--- config.mk ---
export PLATFORM = sky130hd
export DESIGN_NAME = riscv_top
export DESIGN_NICKNAME = d
export VERILOG_FILES = /design/src/rv_isa_pkg.sv /design/src/rv_pipe_pkg.sv /design/src/rv_pipe_if.sv /design/src/decode_control.sv /design/src/execute_stage.sv /design/src/fetch_stage.sv /design/src/mem_wb_stage.sv /design/src/riscv_top.sv
export VERILOG_INCLUDE_DIRS = /design/src /design/src/src
export SDC_FILE = /design/constraint.sdc
export NUM_CORES = 1
export LEC_CHECK = 0
export CAP_MARGIN = 20
export CORE_MARGIN = 3
export CORE_UTILIZATION = 54
export CTS_BUF_LIST = sky130_fd_sc_hd__clkbuf_8
export DETAILED_ROUTE_END_ITERATION = 16
export DONT_BUFFER_PORTS = 1
export GPL_ROUTABILITY_DRIVEN = 1
export GPL_TIMING_DRIVEN = 0
export PLACE_DENSITY_LB_ADDON = 0.3
export REMOVE_ABC_BUFFERS = 1
export SLEW_MARGIN = 30
export SYNTH_ARGS = -nofsm -noshare
export SYNTH_HDL_FRONTEND = slang
export SYNTH_HIERARCHICAL = 1
export SYNTH_SLANG_ARGS = --single-unit
--- constraint.sdc ---
create_clock -name CLK -period 5.72 [get_ports CLK]
set_input_delay 1.716 -clock CLK [delete_from_list [all_inputs] [get_ports CLK]]
set_output_delay 1.716 -clock CLK [all_outputs]
set_load 0.005 [all_outputs]
--- src/rv_macros.svh ---
`ifndef RV_MACROS_SVH
`define RV_MACROS_SVH

// address widths of the two memories
`define RV_IMEM_AW 12	// byte address
`define RV_DMEM_AW 12	// word address

// first fetch address after reset
`define RV_RESET_PC 0

// ebreak stops the core
`define RV_HALT_INSN 32'h0010_0073

// addi x0, x0, 0
`define RV_NOP_INSN 32'h0000_0013

`endif

--- src/rv_isa_pkg.sv ---
`include "rv_macros.svh"

package rv_isa_pkg;

	typedef logic [31:0] word_t;
	typedef logic [4:0]  reg_addr_t;
	typedef logic [`RV_IMEM_AW-1:0] imem_addr_t;	// byte pc
	typedef logic [`RV_DMEM_AW-1:0] dmem_addr_t;	// word index
	typedef logic [2:0]  funct3_t;
	typedef logic [6:0]  funct7_t;

	// major opcodes of the subset
	typedef enum logic [6:0] {
		OPC_LOAD   = 7'b0000011,
		OPC_OP_IMM = 7'b0010011,
		OPC_STORE  = 7'b0100011,
		OPC_OP     = 7'b0110011,
		OPC_BRANCH = 7'b1100011,
		OPC_JAL    = 7'b1101111,
		OPC_SYSTEM = 7'b1110011
	} opcode_t;

	localparam funct3_t F3_ADD_SUB = 3'b000;
	localparam funct3_t F3_SLT     = 3'b010;
	localparam funct3_t F3_XOR     = 3'b100;
	localparam funct3_t F3_OR      = 3'b110;
	localparam funct3_t F3_AND     = 3'b111;
	localparam funct3_t F3_WORD    = 3'b010;	// lw and sw
	localparam funct3_t F3_BEQ     = 3'b000;
	localparam funct3_t F3_BNE     = 3'b001;

	localparam funct7_t F7_BASE = 7'b0000000;
	localparam funct7_t F7_SUB  = 7'b0100000;

endpackage

--- src/rv_pipe_pkg.sv ---
package rv_pipe_pkg;

	// alu function picked in decode
	typedef enum logic [2:0] {
		ALU_ADD,
		ALU_SUB,
		ALU_AND,
		ALU_OR,
		ALU_XOR,
		ALU_SLT
	} alu_op_t;

	// source of the writeback value
	typedef enum logic [1:0] {
		WB_ALU,
		WB_MEM,
		WB_LINK	// pc + 4 for jal
	} wb_sel_t;

	// operand source in execute
	typedef enum logic [1:0] {
		FWD_REG,
		FWD_MEM,
		FWD_WB
	} fwd_sel_t;

	// control transfer resolved in execute
	typedef enum logic [1:0] {
		BR_NONE,
		BR_BEQ,
		BR_BNE,
		BR_JAL
	} br_kind_t;

endpackage

--- src/rv_pipe_if.sv ---
`timescale 1ns/1ps

// instr is the raw instruction memory output
interface fd_if import rv_isa_pkg::*; ();
	logic       valid;
	imem_addr_t pc;
	word_t      instr;

	modport fetch (output valid, pc, instr);
	modport decode (input valid, pc, instr);
endinterface

interface de_if import rv_isa_pkg::*, rv_pipe_pkg::*; ();
	logic       valid;
	imem_addr_t pc;
	reg_addr_t  rs1;
	reg_addr_t  rs2;
	reg_addr_t  rd;
	word_t      rs1_data;
	word_t      rs2_data;
	word_t      imm;
	logic       use_imm;
	alu_op_t    alu_op;
	br_kind_t   br_kind;
	logic       mem_rd;
	logic       mem_wr;
	logic       reg_we;
	wb_sel_t    wb_sel;
	logic       halt;

	modport decode (output valid, pc, rs1, rs2, rd, rs1_data, rs2_data, imm, use_imm,
		alu_op, br_kind, mem_rd, mem_wr, reg_we, wb_sel, halt);
	modport execute (input valid, pc, rs1, rs2, rd, rs1_data, rs2_data, imm, use_imm,
		alu_op, br_kind, mem_rd, mem_wr, reg_we, wb_sel, halt);
endinterface

interface em_if import rv_isa_pkg::*, rv_pipe_pkg::*; ();
	logic       valid;
	reg_addr_t  rd;
	word_t      result;		// alu output, byte address for lw/sw
	word_t      store_data;
	logic       mem_rd;
	logic       mem_wr;
	logic       reg_we;
	wb_sel_t    wb_sel;
	imem_addr_t link_pc;
	logic       halt;

	modport execute (output valid, rd, result, store_data, mem_rd, mem_wr, reg_we,
		wb_sel, link_pc, halt);
	modport mem (input valid, rd, result, store_data, mem_rd, mem_wr, reg_we,
		wb_sel, link_pc, halt);
endinterface

--- src/decode_control.sv ---
`timescale 1ns/1ps
`include "rv_macros.svh"

module decode_control import rv_isa_pkg::*, rv_pipe_pkg::*; (
	input  logic      CLK,
	input  logic      RSTn,
	fd_if.decode      fd,
	de_if.decode      de,
	input  logic      redirect,
	input  logic      halted,
	output reg_addr_t rf_ra1,
	output reg_addr_t rf_ra2,
	input  word_t     rf_rd1,
	input  word_t     rf_rd2,
	input  logic      wb_we,
	input  reg_addr_t wb_rd,
	input  word_t     wb_value,
	output logic      stall
);
	logic       if_valid;	// decode input register
	imem_addr_t if_pc;
	word_t      if_instr;
	logic       halt_seen;	// ebreak issued, nothing younger goes on
	opcode_t    opcode;
	funct3_t    funct3;
	funct7_t    funct7;
	reg_addr_t  rs1;
	reg_addr_t  rs2;
	reg_addr_t  rd;
	word_t      imm_i;
	word_t      imm_s;
	word_t      imm_b;
	word_t      imm_j;
	word_t      imm;
	word_t      rs1_val;
	word_t      rs2_val;
	logic       use_imm;
	logic       uses_rs1;
	logic       uses_rs2;
	logic       mem_rd;
	logic       mem_wr;
	logic       reg_we;
	logic       halt_d;
	alu_op_t    alu_op;
	wb_sel_t    wb_sel;
	br_kind_t   br_kind;
	logic       flush;
	logic       issue;

	assign opcode = opcode_t'(if_instr[6:0]);
	assign funct3 = if_instr[14:12];
	assign funct7 = if_instr[31:25];
	assign rs1    = if_instr[19:15];
	assign rs2    = if_instr[24:20];
	assign rd     = if_instr[11:7];

	assign imm_i = {{20{if_instr[31]}}, if_instr[31:20]};
	assign imm_s = {{20{if_instr[31]}}, if_instr[31:25], if_instr[11:7]};
	assign imm_b = {{19{if_instr[31]}}, if_instr[31], if_instr[7], if_instr[30:25],
		if_instr[11:8], 1'b0};
	assign imm_j = {{11{if_instr[31]}}, if_instr[31], if_instr[19:12], if_instr[20],
		if_instr[30:21], 1'b0};

	always_comb begin
		imm      = '0;
		use_imm  = 1'b0;
		uses_rs1 = 1'b0;
		uses_rs2 = 1'b0;
		mem_rd   = 1'b0;
		mem_wr   = 1'b0;
		reg_we   = 1'b0;
		halt_d   = 1'b0;
		alu_op   = ALU_ADD;
		wb_sel   = WB_ALU;
		br_kind  = BR_NONE;
		case (opcode)
			OPC_OP: begin
				uses_rs1 = 1'b1;
				uses_rs2 = 1'b1;
				reg_we   = 1'b1;
				case ({funct7, funct3})
					{F7_BASE, F3_ADD_SUB}: alu_op = ALU_ADD;
					{F7_SUB, F3_ADD_SUB}:  alu_op = ALU_SUB;
					{F7_BASE, F3_SLT}:     alu_op = ALU_SLT;
					{F7_BASE, F3_XOR}:     alu_op = ALU_XOR;
					{F7_BASE, F3_OR}:      alu_op = ALU_OR;
					{F7_BASE, F3_AND}:     alu_op = ALU_AND;
					default:               reg_we = 1'b0;	// not in the subset
				endcase
			end
			OPC_OP_IMM: if (funct3 == F3_ADD_SUB) begin	// addi only
				uses_rs1 = 1'b1;
				use_imm  = 1'b1;
				imm      = imm_i;
				reg_we   = 1'b1;
			end
			OPC_LOAD: if (funct3 == F3_WORD) begin
				uses_rs1 = 1'b1;
				use_imm  = 1'b1;
				imm      = imm_i;
				mem_rd   = 1'b1;
				reg_we   = 1'b1;
				wb_sel   = WB_MEM;
			end
			OPC_STORE: if (funct3 == F3_WORD) begin
				uses_rs1 = 1'b1;
				uses_rs2 = 1'b1;
				use_imm  = 1'b1;
				imm      = imm_s;
				mem_wr   = 1'b1;
			end
			OPC_BRANCH: if (funct3 == F3_BEQ || funct3 == F3_BNE) begin
				uses_rs1 = 1'b1;
				uses_rs2 = 1'b1;
				imm      = imm_b;
				br_kind  = (funct3 == F3_BEQ) ? BR_BEQ : BR_BNE;
			end
			OPC_JAL: begin
				imm     = imm_j;
				br_kind = BR_JAL;
				reg_we  = 1'b1;
				wb_sel  = WB_LINK;
			end
			OPC_SYSTEM: halt_d = (if_instr == `RV_HALT_INSN);
			default: ;
		endcase
	end

	assign rf_ra1 = rs1;
	assign rf_ra2 = rs2;

	// a write landing this cycle is not yet in the array read
	assign rs1_val = (wb_we && wb_rd == rs1) ? wb_value : rf_rd1;
	assign rs2_val = (wb_we && wb_rd == rs2) ? wb_value : rf_rd2;

	// load in execute feeding this instruction
	assign stall = if_valid && de.valid && de.mem_rd && de.rd != '0 &&
		((uses_rs1 && de.rd == rs1) || (uses_rs2 && de.rd == rs2));

	assign flush = redirect || halted || halt_seen;
	assign issue = if_valid && !stall && !flush;

	always_ff @(posedge CLK) begin
		if (RSTn)
			if_valid <= 1'b0;
		else if (flush)
			if_valid <= 1'b0;
		else if (!stall)
			if_valid <= fd.valid;
	end

	always_ff @(posedge CLK) begin
		if (flush) begin
			if_instr <= `RV_NOP_INSN;
		end else if (!stall) begin
			if_pc    <= fd.pc;
			if_instr <= fd.instr;
		end
	end

	always_ff @(posedge CLK) begin
		if (RSTn) begin
			de.valid  <= 1'b0;
			halt_seen <= 1'b0;
		end else begin
			de.valid <= issue;	// bubble on stall or flush
			if (issue && halt_d)
				halt_seen <= 1'b1;
		end
	end

	always_ff @(posedge CLK) begin
		de.pc       <= if_pc;
		de.rs1      <= rs1;
		de.rs2      <= rs2;
		de.rd       <= rd;
		de.rs1_data <= rs1_val;
		de.rs2_data <= rs2_val;
		de.imm      <= imm;
		de.use_imm  <= use_imm;
		de.alu_op   <= alu_op;
		de.br_kind  <= br_kind;
		de.mem_rd   <= mem_rd;
		de.mem_wr   <= mem_wr;
		de.reg_we   <= reg_we;
		de.wb_sel   <= wb_sel;
		de.halt     <= halt_d;
	end

	// the bubble clears the load from execute so one cycle is enough
	a_single_stall: assert property (@(posedge CLK) disable iff (RSTn)
		stall |=> !stall);

endmodule

--- src/execute_stage.sv ---
`timescale 1ns/1ps

module execute_stage import rv_isa_pkg::*, rv_pipe_pkg::*; (
	input  logic       CLK,
	input  logic       RSTn,
	de_if.execute      de,
	em_if.execute      em,
	input  logic       fwd_mem_we,
	input  reg_addr_t  fwd_mem_rd,
	input  word_t      fwd_mem_value,
	input  logic       fwd_wb_we,
	input  reg_addr_t  fwd_wb_rd,
	input  word_t      fwd_wb_value,
	output logic       redirect,
	output imem_addr_t redirect_pc
);
	fwd_sel_t sel_a;
	fwd_sel_t sel_b;
	word_t    op_a;
	word_t    op_b;	// rs2 after forwarding, also the store data
	word_t    alu_b;
	word_t    alu_y;
	logic     taken;

	// memory stage holds the younger value so it is checked first
	function automatic fwd_sel_t fwd_pick(input reg_addr_t rs);
		if (rs != '0 && fwd_mem_we && fwd_mem_rd == rs)
			return FWD_MEM;
		if (rs != '0 && fwd_wb_we && fwd_wb_rd == rs)
			return FWD_WB;
		return FWD_REG;
	endfunction

	function automatic word_t fwd_mux(input fwd_sel_t sel, input word_t reg_val);
		case (sel)
			FWD_MEM: return fwd_mem_value;
			FWD_WB:  return fwd_wb_value;
			default: return reg_val;
		endcase
	endfunction

	always_comb begin
		sel_a = fwd_pick(de.rs1);
		sel_b = fwd_pick(de.rs2);
		op_a  = fwd_mux(sel_a, de.rs1_data);
		op_b  = fwd_mux(sel_b, de.rs2_data);
		alu_b = de.use_imm ? de.imm : op_b;
	end

	always_comb begin
		case (de.alu_op)
			ALU_ADD: alu_y = op_a + alu_b;
			ALU_SUB: alu_y = op_a - alu_b;
			ALU_AND: alu_y = op_a & alu_b;
			ALU_OR:  alu_y = op_a | alu_b;
			ALU_XOR: alu_y = op_a ^ alu_b;
			ALU_SLT: alu_y = {31'b0, $signed(op_a) < $signed(alu_b)};
			default: alu_y = op_a + alu_b;
		endcase
	end

	// branch compare on the forwarded registers
	always_comb begin
		case (de.br_kind)
			BR_BEQ:  taken = (op_a == op_b);
			BR_BNE:  taken = (op_a != op_b);
			BR_JAL:  taken = 1'b1;
			default: taken = 1'b0;
		endcase
	end

	assign redirect    = de.valid && taken;
	assign redirect_pc = de.pc + imem_addr_t'(de.imm);	// pc relative target

	always_ff @(posedge CLK) begin
		if (RSTn)
			em.valid <= 1'b0;
		else
			em.valid <= de.valid;
	end

	always_ff @(posedge CLK) begin
		em.rd         <= de.rd;
		em.result     <= alu_y;
		em.store_data <= op_b;
		em.mem_rd     <= de.mem_rd;
		em.mem_wr     <= de.mem_wr;
		em.reg_we     <= de.reg_we;
		em.wb_sel     <= de.wb_sel;
		em.link_pc    <= de.pc + imem_addr_t'(4);	// jal return address
		em.halt       <= de.halt;
	end

	// decode answers a redirect with a bubble in the next cycle
	a_redirect_flush: assert property (@(posedge CLK) disable iff (RSTn)
		redirect |-> de.valid ##1 !de.valid);

endmodule

--- src/fetch_stage.sv ---
`timescale 1ns/1ps
`include "rv_macros.svh"

module fetch_stage import rv_isa_pkg::*; (
	input  logic       CLK,
	input  logic       RSTn,
	input  logic       stall,
	input  logic       redirect,
	input  imem_addr_t redirect_pc,
	input  logic       halted,
	output logic       i_mem_csn,
	output imem_addr_t i_mem_addr,
	input  word_t      i_mem_di,
	fd_if.fetch        fd
);
	imem_addr_t pc;
	logic       fetch_en;	// low in reset and once halted

	always_ff @(posedge CLK) begin
		if (RSTn) begin
			pc       <= imem_addr_t'(`RV_RESET_PC);
			fetch_en <= 1'b0;
		end else if (halted) begin
			fetch_en <= 1'b0;	// pc frozen from here on
		end else begin
			fetch_en <= 1'b1;
			if (redirect)
				pc <= redirect_pc;	// wins over a stall
			else if (fetch_en && !stall)
				pc <= pc + imem_addr_t'(4);
		end
	end

	assign i_mem_csn  = !fetch_en || halted;
	assign i_mem_addr = pc;

	// decode samples the memory output in the same cycle
	assign fd.valid = fetch_en && !halted;
	assign fd.pc    = pc;
	assign fd.instr = i_mem_di;

	// the drain after ebreak leaves nothing in execute that could branch
	a_no_redirect_halted: assert property (@(posedge CLK) disable iff (RSTn)
		halted |-> !redirect);

endmodule

--- src/mem_wb_stage.sv ---
`timescale 1ns/1ps
`include "rv_macros.svh"

module mem_wb_stage import rv_isa_pkg::*, rv_pipe_pkg::*; (
	input  logic       CLK,
	input  logic       RSTn,
	em_if.mem          em,
	output logic       d_mem_csn,
	output logic       d_mem_wen,
	output dmem_addr_t d_mem_addr,
	output word_t      d_mem_dout,
	output logic [3:0] d_mem_be,
	input  word_t      d_mem_di,
	output logic       rf_we,
	output reg_addr_t  rf_wa1,
	output word_t      rf_wd,
	output logic       fwd_mem_we,
	output reg_addr_t  fwd_mem_rd,
	output word_t      fwd_mem_value,
	output logic       fwd_wb_we,
	output reg_addr_t  fwd_wb_rd,
	output word_t      fwd_wb_value,
	output logic       halted,
	output word_t      num_inst
);
	word_t     mem_value;	// value handed on to writeback
	logic      wb_valid;
	logic      wb_we;
	reg_addr_t wb_rd;
	word_t     wb_value;

	assign d_mem_csn  = !(em.valid && (em.mem_rd || em.mem_wr));
	assign d_mem_wen  = !(em.valid && em.mem_wr);
	assign d_mem_addr = em.result[`RV_DMEM_AW+1:2];	// byte to word address
	assign d_mem_dout = em.store_data;
	assign d_mem_be   = 4'b1111;	// word accesses only

	always_comb begin
		case (em.wb_sel)
			WB_MEM:  mem_value = d_mem_di;
			WB_LINK: mem_value = word_t'(em.link_pc);
			default: mem_value = em.result;
		endcase
	end

	assign fwd_mem_we    = em.valid && em.reg_we && em.rd != '0;
	assign fwd_mem_rd    = em.rd;
	assign fwd_mem_value = mem_value;

	always_ff @(posedge CLK) begin
		if (RSTn) begin
			wb_valid <= 1'b0;
			halted   <= 1'b0;
			num_inst <= '0;
		end else begin
			wb_valid <= em.valid;
			if (em.valid) begin
				num_inst <= num_inst + 1'b1;	// counted as it enters writeback
				if (em.halt)
					halted <= 1'b1;	// sticky until reset
			end
		end
	end

	always_ff @(posedge CLK) begin
		wb_we    <= em.reg_we && em.rd != '0;	// x0 stays zero
		wb_rd    <= em.rd;
		wb_value <= mem_value;
	end

	assign rf_we  = wb_valid && wb_we;
	assign rf_wa1 = wb_rd;
	assign rf_wd  = wb_value;

	assign fwd_wb_we    = rf_we;
	assign fwd_wb_rd    = wb_rd;
	assign fwd_wb_value = wb_value;

	// nothing younger than the ebreak may write back
	a_rf_write: assert property (@(posedge CLK) disable iff (RSTn)
		rf_we |-> rf_wa1 != '0 && !$past(halted));

endmodule

--- src/riscv_top.sv ---
`timescale 1ns/1ps

module riscv_top import rv_isa_pkg::*; (
	input  logic       CLK,
	input  logic       RSTn,

	output logic       i_mem_csn,
	input  word_t      i_mem_di,
	output imem_addr_t i_mem_addr,	// byte address

	output logic       d_mem_csn,
	input  word_t      d_mem_di,
	output word_t      d_mem_dout,
	output dmem_addr_t d_mem_addr,	// word address
	output logic       d_mem_wen,
	output logic [3:0] d_mem_be,

	output logic       rf_we,
	output reg_addr_t  rf_ra1,
	output reg_addr_t  rf_ra2,
	output reg_addr_t  rf_wa1,
	input  word_t      rf_rd1,
	input  word_t      rf_rd2,
	output word_t      rf_wd,
	output logic       halt,
	output word_t      num_inst
);
	fd_if fd ();
	de_if de ();
	em_if em ();

	logic       stall;
	logic       redirect;
	imem_addr_t redirect_pc;
	logic       fwd_mem_we;
	reg_addr_t  fwd_mem_rd;
	word_t      fwd_mem_value;
	logic       fwd_wb_we;
	reg_addr_t  fwd_wb_rd;
	word_t      fwd_wb_value;

	fetch_stage u_fetch (
		.CLK         (CLK),
		.RSTn        (RSTn),
		.stall       (stall),
		.redirect    (redirect),
		.redirect_pc (redirect_pc),
		.halted      (halt),
		.i_mem_csn   (i_mem_csn),
		.i_mem_addr  (i_mem_addr),
		.i_mem_di    (i_mem_di),
		.fd          (fd.fetch)
	);

	decode_control u_decode (
		.CLK      (CLK),
		.RSTn     (RSTn),
		.fd       (fd.decode),
		.de       (de.decode),
		.redirect (redirect),
		.halted   (halt),
		.rf_ra1   (rf_ra1),
		.rf_ra2   (rf_ra2),
		.rf_rd1   (rf_rd1),
		.rf_rd2   (rf_rd2),
		.wb_we    (rf_we),	// same-cycle write bypass
		.wb_rd    (rf_wa1),
		.wb_value (rf_wd),
		.stall    (stall)
	);

	execute_stage u_execute (
		.CLK           (CLK),
		.RSTn          (RSTn),
		.de            (de.execute),
		.em            (em.execute),
		.fwd_mem_we    (fwd_mem_we),
		.fwd_mem_rd    (fwd_mem_rd),
		.fwd_mem_value (fwd_mem_value),
		.fwd_wb_we     (fwd_wb_we),
		.fwd_wb_rd     (fwd_wb_rd),
		.fwd_wb_value  (fwd_wb_value),
		.redirect      (redirect),
		.redirect_pc   (redirect_pc)
	);

	mem_wb_stage u_mem_wb (
		.CLK           (CLK),
		.RSTn          (RSTn),
		.em            (em.mem),
		.d_mem_csn     (d_mem_csn),
		.d_mem_wen     (d_mem_wen),
		.d_mem_addr    (d_mem_addr),
		.d_mem_dout    (d_mem_dout),
		.d_mem_be      (d_mem_be),
		.d_mem_di      (d_mem_di),
		.rf_we         (rf_we),
		.rf_wa1        (rf_wa1),
		.rf_wd         (rf_wd),
		.fwd_mem_we    (fwd_mem_we),
		.fwd_mem_rd    (fwd_mem_rd),
		.fwd_mem_value (fwd_mem_value),
		.fwd_wb_we     (fwd_wb_we),
		.fwd_wb_rd     (fwd_wb_rd),
		.fwd_wb_value  (fwd_wb_value),
		.halted        (halt),
		.num_inst      (num_inst)
	);

endmodule

# Yosys cells after proc, flatten, opt, wreduce, memory -nomap -nowiden
# Cells that the tools add are included.
# Widths: inputs -> output; s select.
[word_totals]
register_bits = 355
in_bits = 130
output_inout_bits = 144
[op_classes]
n_addsub = 6
magnitude_cmp = 1
eq_ne = 39
muxes = 45
bitwise_logic = 6
n_reduce_logical = 53
[op_table]
columns = ["operator", "n"]
rows = [
  ["$pmux 32 s5", 2],
  ["$mux 32", 7],
  ["$pmux 32 s2", 3],
  ["$eq 5x5->1", 8],
  ["$add 32x1->32 const B", 1],
  ["$add 32x32->32", 1],
  ["$and 32x32->32", 1],
  ["$eq 32x21->1 const B", 1],
  ["$eq 32x32->1", 1],
  ["$lt 32x32->1", 1],
  ["$ne 32x32->1", 1],
  ["$or 32x32->32", 1],
  ["$sub 32x32->32", 1],
  ["$xor 32x32->32", 1],
  ["$eq 10x3->1 const B", 3],
  ["$logic_and 1x1->1", 28],
  ["$add 12x3->12 const B", 2],
  ["$mux 12", 2],
  ["$eq 7x7->1 const B", 3],
  ["$mux 2", 10],
  ["$reduce_bool 5->1", 4],
  ["$pmux 3 s5", 1],
  ["$eq 7x6->1 const B", 2],
  ["$mux 1", 13],
  ["other kinds (23)", 52],
]

# Logic depth before layout (Yosys ltp)
[logic_depth]
word_depth = 18
depth_mapped = 23
depth_no_buf = 21

# By module
# Netlist, hierarchy kept.
[by_module_without_submodules]
columns = ["mod", "instances", "cells_per_inst", "area_per_inst_um2", "seq_area_each_um2"]
rows = [
  ["execute_stage", 1, 1420, 9973.3, 1761.7],
  ["decode_control", 1, 499, 5980.7, 3543.4],
  ["mem_wb_stage", 1, 384, 3502.1, 1441.4],
  ["fetch_stage", 1, 136, 1084.8, 260.2],
]

# Worst setup path before layout
# No wires, ideal clock.
[synth_timing]
kind = "input-to-reg"
start = "in d_mem_di[0]"
end = "reg u_execute.em.result[20]"
arrival_ns = 5.181
required_ns = 5.641
setup_slack_ns = 0.459
stages = 18
n_path_buf = 0
cell_sequence = "a22oi_1 -> o21ai_0 -> nor2_1 -> a21oi_1 -> mux2_2 -> ha_1 -> inv_1 -> fa_1 -> nor2b_1 -> o2111ai_1 -> a211oi_1 -> o21ai_0 -> a31o_2 -> o21bai_1 -> a21o_1 -> a21oi_1 -> a221o_1 -> a22oi_1"
[synth_via]
elab_chain_len = 5
word_cells_on_any_way = 7
[synth_rtl]
columns = ["element", "line", "source"]
rows = [
  ["from (decl)", "riscv_top.sv:12", "input word_t d_mem_di,"],
  ["$pmux 32 s2 (*)", "mem_wb_stage.sv:39", "case (em.wb_sel)"],
  ["via fwd_mem_value[0]", "riscv_top.sv:37", "word_t fwd_mem_value;"],
  ["$pmux 32 s2 (*)", "execute_stage.sv:35", "case (sel)"],
  ["via u_execute.op_b[0]", "execute_stage.sv:20", "word_t op_b;"],
  ["$mux 32 (*)", "execute_stage.sv:47", "alu_b = de.use_imm ? de.imm : op_b;"],
  ["$add 32x32->32 or $sub 32x32->32 (tied branches)", "execute_stage.sv:52, execute_stage.sv:58, execute_stage.sv:53", ""],
  ["$pmux 32 s5 (*)", "execute_stage.sv:51", "case (de.alu_op)"],
  ["via u_execute.alu_y[20]", "execute_stage.sv:22", "word_t alu_y;"],
  ["to (signal assigned)", "execute_stage.sv:84", "em.result <= alu_y;"],
  ["to (decl)", "rv_pipe_if.sv:49", "modport execute (output valid, rd, result, store_data, mem_rd, mem_wr, reg_we,"],
]
# The timed path passes the listed nets; every way through them passes the cells marked *.
# A chain may end at the register's enable or synchronous reset.

# Worst setup path after layout
[layout_timing]
start = "reg u_execute.em.rd[3]"
end = "reg u_execute.em.result[30]"
[layout_via]
elab_chain_len = 11
word_cells_on_any_way = 25
[layout_rtl]
columns = ["element", "line", "source"]
rows = [
  ["from (decl)", "rv_pipe_if.sv:49", ""],
  ["$reduce_bool 5->1 (*)", "mem_wb_stage.sv:46", "assign fwd_mem_we = em.valid && em.reg_we && em.rd != '0;"],
  ["$logic_and 1x1->1 (*)", "mem_wb_stage.sv:46", ""],
  ["via fwd_mem_we", "riscv_top.sv:35", "logic fwd_mem_we;"],
  ["$logic_and 1x1->1 (*) (2 in a row)", "execute_stage.sv:27", "if (rs != '0 && fwd_mem_we && fwd_mem_rd == rs)"],
  ["$mux 1 (*)", "execute_stage.sv:27", ""],
  ["$mux 2 (*)", "execute_stage.sv:29", "if (rs != '0 && fwd_wb_we && fwd_wb_rd == rs)"],
  ["$eq 2x2->1 or $eq 2x1->1 (tied branches)", "execute_stage.sv:35", ""],
  ["$pmux 32 s2 (*)", "execute_stage.sv:35", ""],
  ["via u_execute.op_b[0]", "execute_stage.sv:20", ""],
  ["$mux 32 (*)", "execute_stage.sv:47", ""],
  ["$add 32x32->32 or $sub 32x32->32 (tied branches)", "execute_stage.sv:52, execute_stage.sv:58, execute_stage.sv:53", ""],
  ["$pmux 32 s5 (*)", "execute_stage.sv:51", ""],
  ["via u_execute.alu_y[30]", "execute_stage.sv:22", ""],
]
# Marked as above.

==> results.toml <==
[yosys]
syn-instance-count = 2439
dominantRegCellSynth = "dfxtp_1"
asyncSetResetFlopFracSynth_pct = 0
synth_top_family_by_area = "compound AO/OA/AOI/OAI gates"
ys_ff_latch = 344
count_of_flip_flops_with_a_built_in_enable_after_synthesis = 12
synth.area.top_cells = "dfxtp_1 (32%), ha_1 (6.8%), a21oi_1 (6.2%)"
ys_types = 90
yosys.area_share.simple_pct = 15.3
syn-cell-area_sq_um = 20500
ys.warnings.count = 6
synth-compound-area-share_pct = 20.3
synthDominantAreaCellType = "dfxtp_1"
synth.area.mux_share_pct = 6.83
syn_avg_cell_area_sq_um = 8.42
yosysTopAreaCellShare_pct = 32.4
synth_xor_area_share_pct = 4.99
seq_total_area_yosys_pct = 34.1
synth_adder_area_share_pct = 7.11

[cells_and_area]
fill_cells = 3314
areaGrowthSynthToFinish_pct = 4.97
design_area_sq_um = 21600
fin_cells = 2825
fin_nets = 2515
layout-drive-gt1-share_pct = 11.4

[placement]
io_buffers = 0
dp.final_hpwl_mm = 46.1
placedInstanceArea_sq_um = 19800
place.gp.congestion = 0.965
post-place-cells = 2684

[pwr]
max-vdd-ir-drop_mv = 0.163
power.static_leakage_nw = 9.04
total_power_density_per_cell_area_nw_per_um2 = 269

[global_route]
grt_usage_pct = 30.8
grt_start_max_net_pins = 53
grt_first_pass_wirelength_mm = 98.5
grt-ovfl-total = 0
grt_antenna_before_repair = 4
first_global_vias = 16600

[floorplanning]
core_area_sq_um = 37000
die_width_um = 201
chipHeight_um = 201
number_of_primary_i_o_pins = 274
initial_standard_cell_utilization_of_the_core_pct = 55.4
fp.dieArea_sq_um = 40400
std_cell_rows = 70

[critical_path]
cp_data_arrival_time_ps = 6120
timing.critical_path.to_type = "flip-flop"
crit_required_ps = 6250
path_max_fanout = 15
most_used_cell_cp = "buf_4"
critical-path-max-stage-delay_ps = 520
cpMaxStageDelayCell = "or4_1"
critical_path.startpoint = "u_execute/em.rd[3]"
crit_type = "flip-flop to flip-flop"
critPathLaunchType = "flip-flop"
rr_startpoint = "u_execute/em.rd[3]"

[routing]
drt_first_pass_iters = 6
drc = 0
drt.antenna.violating_nets = 0
route.vias.total = 17300
wl_per_cell_um = 23.1
drt_first_iter_violations = 1434
routed_via_density = 6.14
wirelength_mm = 65.4

[timing]
timing.final.crit_period_ps = 5590
setup_repair_after_global_routing_missed_its_margin = "yes"
timing.final.crit_share_pct = 97.7
timing_worst_slew_pin_value_ps = 919
final_max_slew_viol_count = 0
max_freq_mhz = 179
slew_headroom_pct = 38.6
report.final.setup_viol = 0
finalHoldViolCount = 0
finClkSkew_ps = 37.6

[worst_hold_path]
hold_path_class = "flip-flop to flip-flop"
worst_hold_startpoint = "u_decode/de.reg_we"

[clocking]
clock_tree.buffer_depth = 3
clock-root-buffer = "clkbuf_8"
clkLatencyLatePin_ps = 670
cts_htree_levels = 2
tritoncts = "yes"
tritoncts_num_sinks = 344
worst_setup_hold_path_clk_slew_ps = 60
ctsHoldBuffers = 0
tritoncts.num_buffers = 56

[outcome]
run_status = "finished, final reports clean"

[job]
cap_violations = 0
synthesized netlist by cell type (15+ instances only):
| cell | n |
|---|---|
| nor4_1 | 25 |
| nor2_1 | 208 |
| a22oi_1 | 18 |
| mux2i_1 | 40 |
| buf_4 | 158 |
| buf_6 | 15 |
| nor3_1 | 32 |
| clkbuf_1 | 79 |
| nand2_1 | 242 |
| o31ai_1 | 26 |
| mux2_1 | 60 |
| nor2b_1 | 21 |
| a21oi_1 | 254 |
| ha_1 | 112 |
| a21o_1 | 31 |
| a22o_1 | 29 |
| buf_2 | 21 |
| nand4_1 | 20 |
| o21ai_0 | 86 |
| o22ai_1 | 19 |
| o21bai_1 | 17 |
| mux2_2 | 29 |
| nand3_1 | 26 |
| a211oi_1 | 16 |
| inv_1 | 140 |
| or4_1 | 19 |
| xnor2_1 | 61 |
| dfxtp_1 | 332 |
| xor2_1 | 56 |
path summary, 6_finish.rpt:
check,cells past startpoint,end,slack [ps]
worst min-delay path,0,u_execute/em.reg_we,290
worst max-delay path,25,u_execute/em.result[30],130
worst max register to register,25,u_execute/em.result[30],130
worst min register to register,0,u_execute/em.reg_we,290
stage by stage:
stage	TNS (ps)	setup slack, ps	power (mW)	utilization (%)	hold slack (ps)
after floorplan	-31420	-1190	3.28	-	310
after global placement	-260720	-5200	3.50	52.3	311
after detailed placement	-29270	-1130	3.52	53.6	312
after CTS	-24.7	-24.7	5.78	57.4	312
after global routing	-91.4	-61.4	6.02	58.2	319
final	0	129	5.79	58.2	295
placed cells by master (no fill, tap or decap), types with 39 or more instances in the layout:
master	netlist	layout
ha_1	112	104
xnor2_1	61	61
mux2_1	60	60
mux2i_1	40	39
clkbuf_8	0	76
xor2_1	56	56
nand2_1	242	242
nor2_1	208	203
o21ai_0	86	83
dfxtp_1	332	328
inv_1	140	154
a21oi_1	254	251
worst max-delay path: cells and delay by family, from the launching register on:
kind                       cells  cell delay (ps)
DFF                            1              360
AOI/OAI and AO/OA             12             2520
and+or+nand+nor                5              930
buffers and inverters          5              830
muxes                          1              310
adders and majority gates      2              480
what timing repair did:
item / 4_1_cts / 5_1_grt
pin swaps: 8 / 11
endpoints found under the hold margin: 0 / 0
gates resized for setup: 14 / 31
gates cloned: 3 / 0
setup endpoints to repair: 67 / 38
buffers inserted: 15 / 14
flip-flops by register name (all words and copies together), names as in the netlist, 2 cells and up:
register	cells
u_fetch/fd.pc	12
u_mem_wb/num_inst	32
u_decode/de.imm	21
u_execute/em.result	32
u_decode/de.rs2_data	32
u_decode/de.rs1	5
u_mem_wb/fwd_wb_value	32
u_decode/de.br_kind	2
u_decode/de.rd	5
u_execute/em.rd	5
u_execute/em.store_data	32
u_decode/if_instr	32
u_decode/de.rs2	5
u_decode/if_pc	12
u_decode/de.wb_sel	2
u_decode/de.alu_op	3
u_execute/em.link_pc	12
u_decode/de.pc	12
u_execute/em.wb_sel	2
u_mem_wb/fwd_wb_rd	5
u_decode/de.rs1_data	32
routing by layer:
layer  track usage (%)  part of all wire, %
met1              41.3                   43
met2              48.9                   45
met3              7.23                  9.2
met4              10.4                  2.7
met5                 0                0.017
where the power goes:
group,internal [mW],switching (mW),leakage (nW)
logic,0.317,0.480,5.44
registers,2.56,0.167,2.91
clock network,1.23,1.03,0.685
final cells by class:
type | instances | area (sq um) | share of cell area [%]
tap | 504 | 631 | 2.92
inverter | 141 | 529 | 2.45
clock inverter | 29 | 168 | 0.778
antenna | 4 | 10.0 | 0.0464
sequential | 344 | 7020 | 32.6
clock buffer | 76 | 1050 | 4.85
multi-input combinational | 1675 | 11500 | 53.5
timing repair buffer | 52 | 619 | 2.87
cell families (layout without fill, tap and decap cells):
logic type | count (synthesis) | after routing
xor+xnor | 117 | 117
mux | 129 | 129
compound gates | 642 | 642
fa+ha+maj | 115 | 115
flops | 344 | 344
buf+inv | 426 | 298
other cells | 1 | 8
simple gates | 665 | 668
Power figures use the tool's default switching activity.
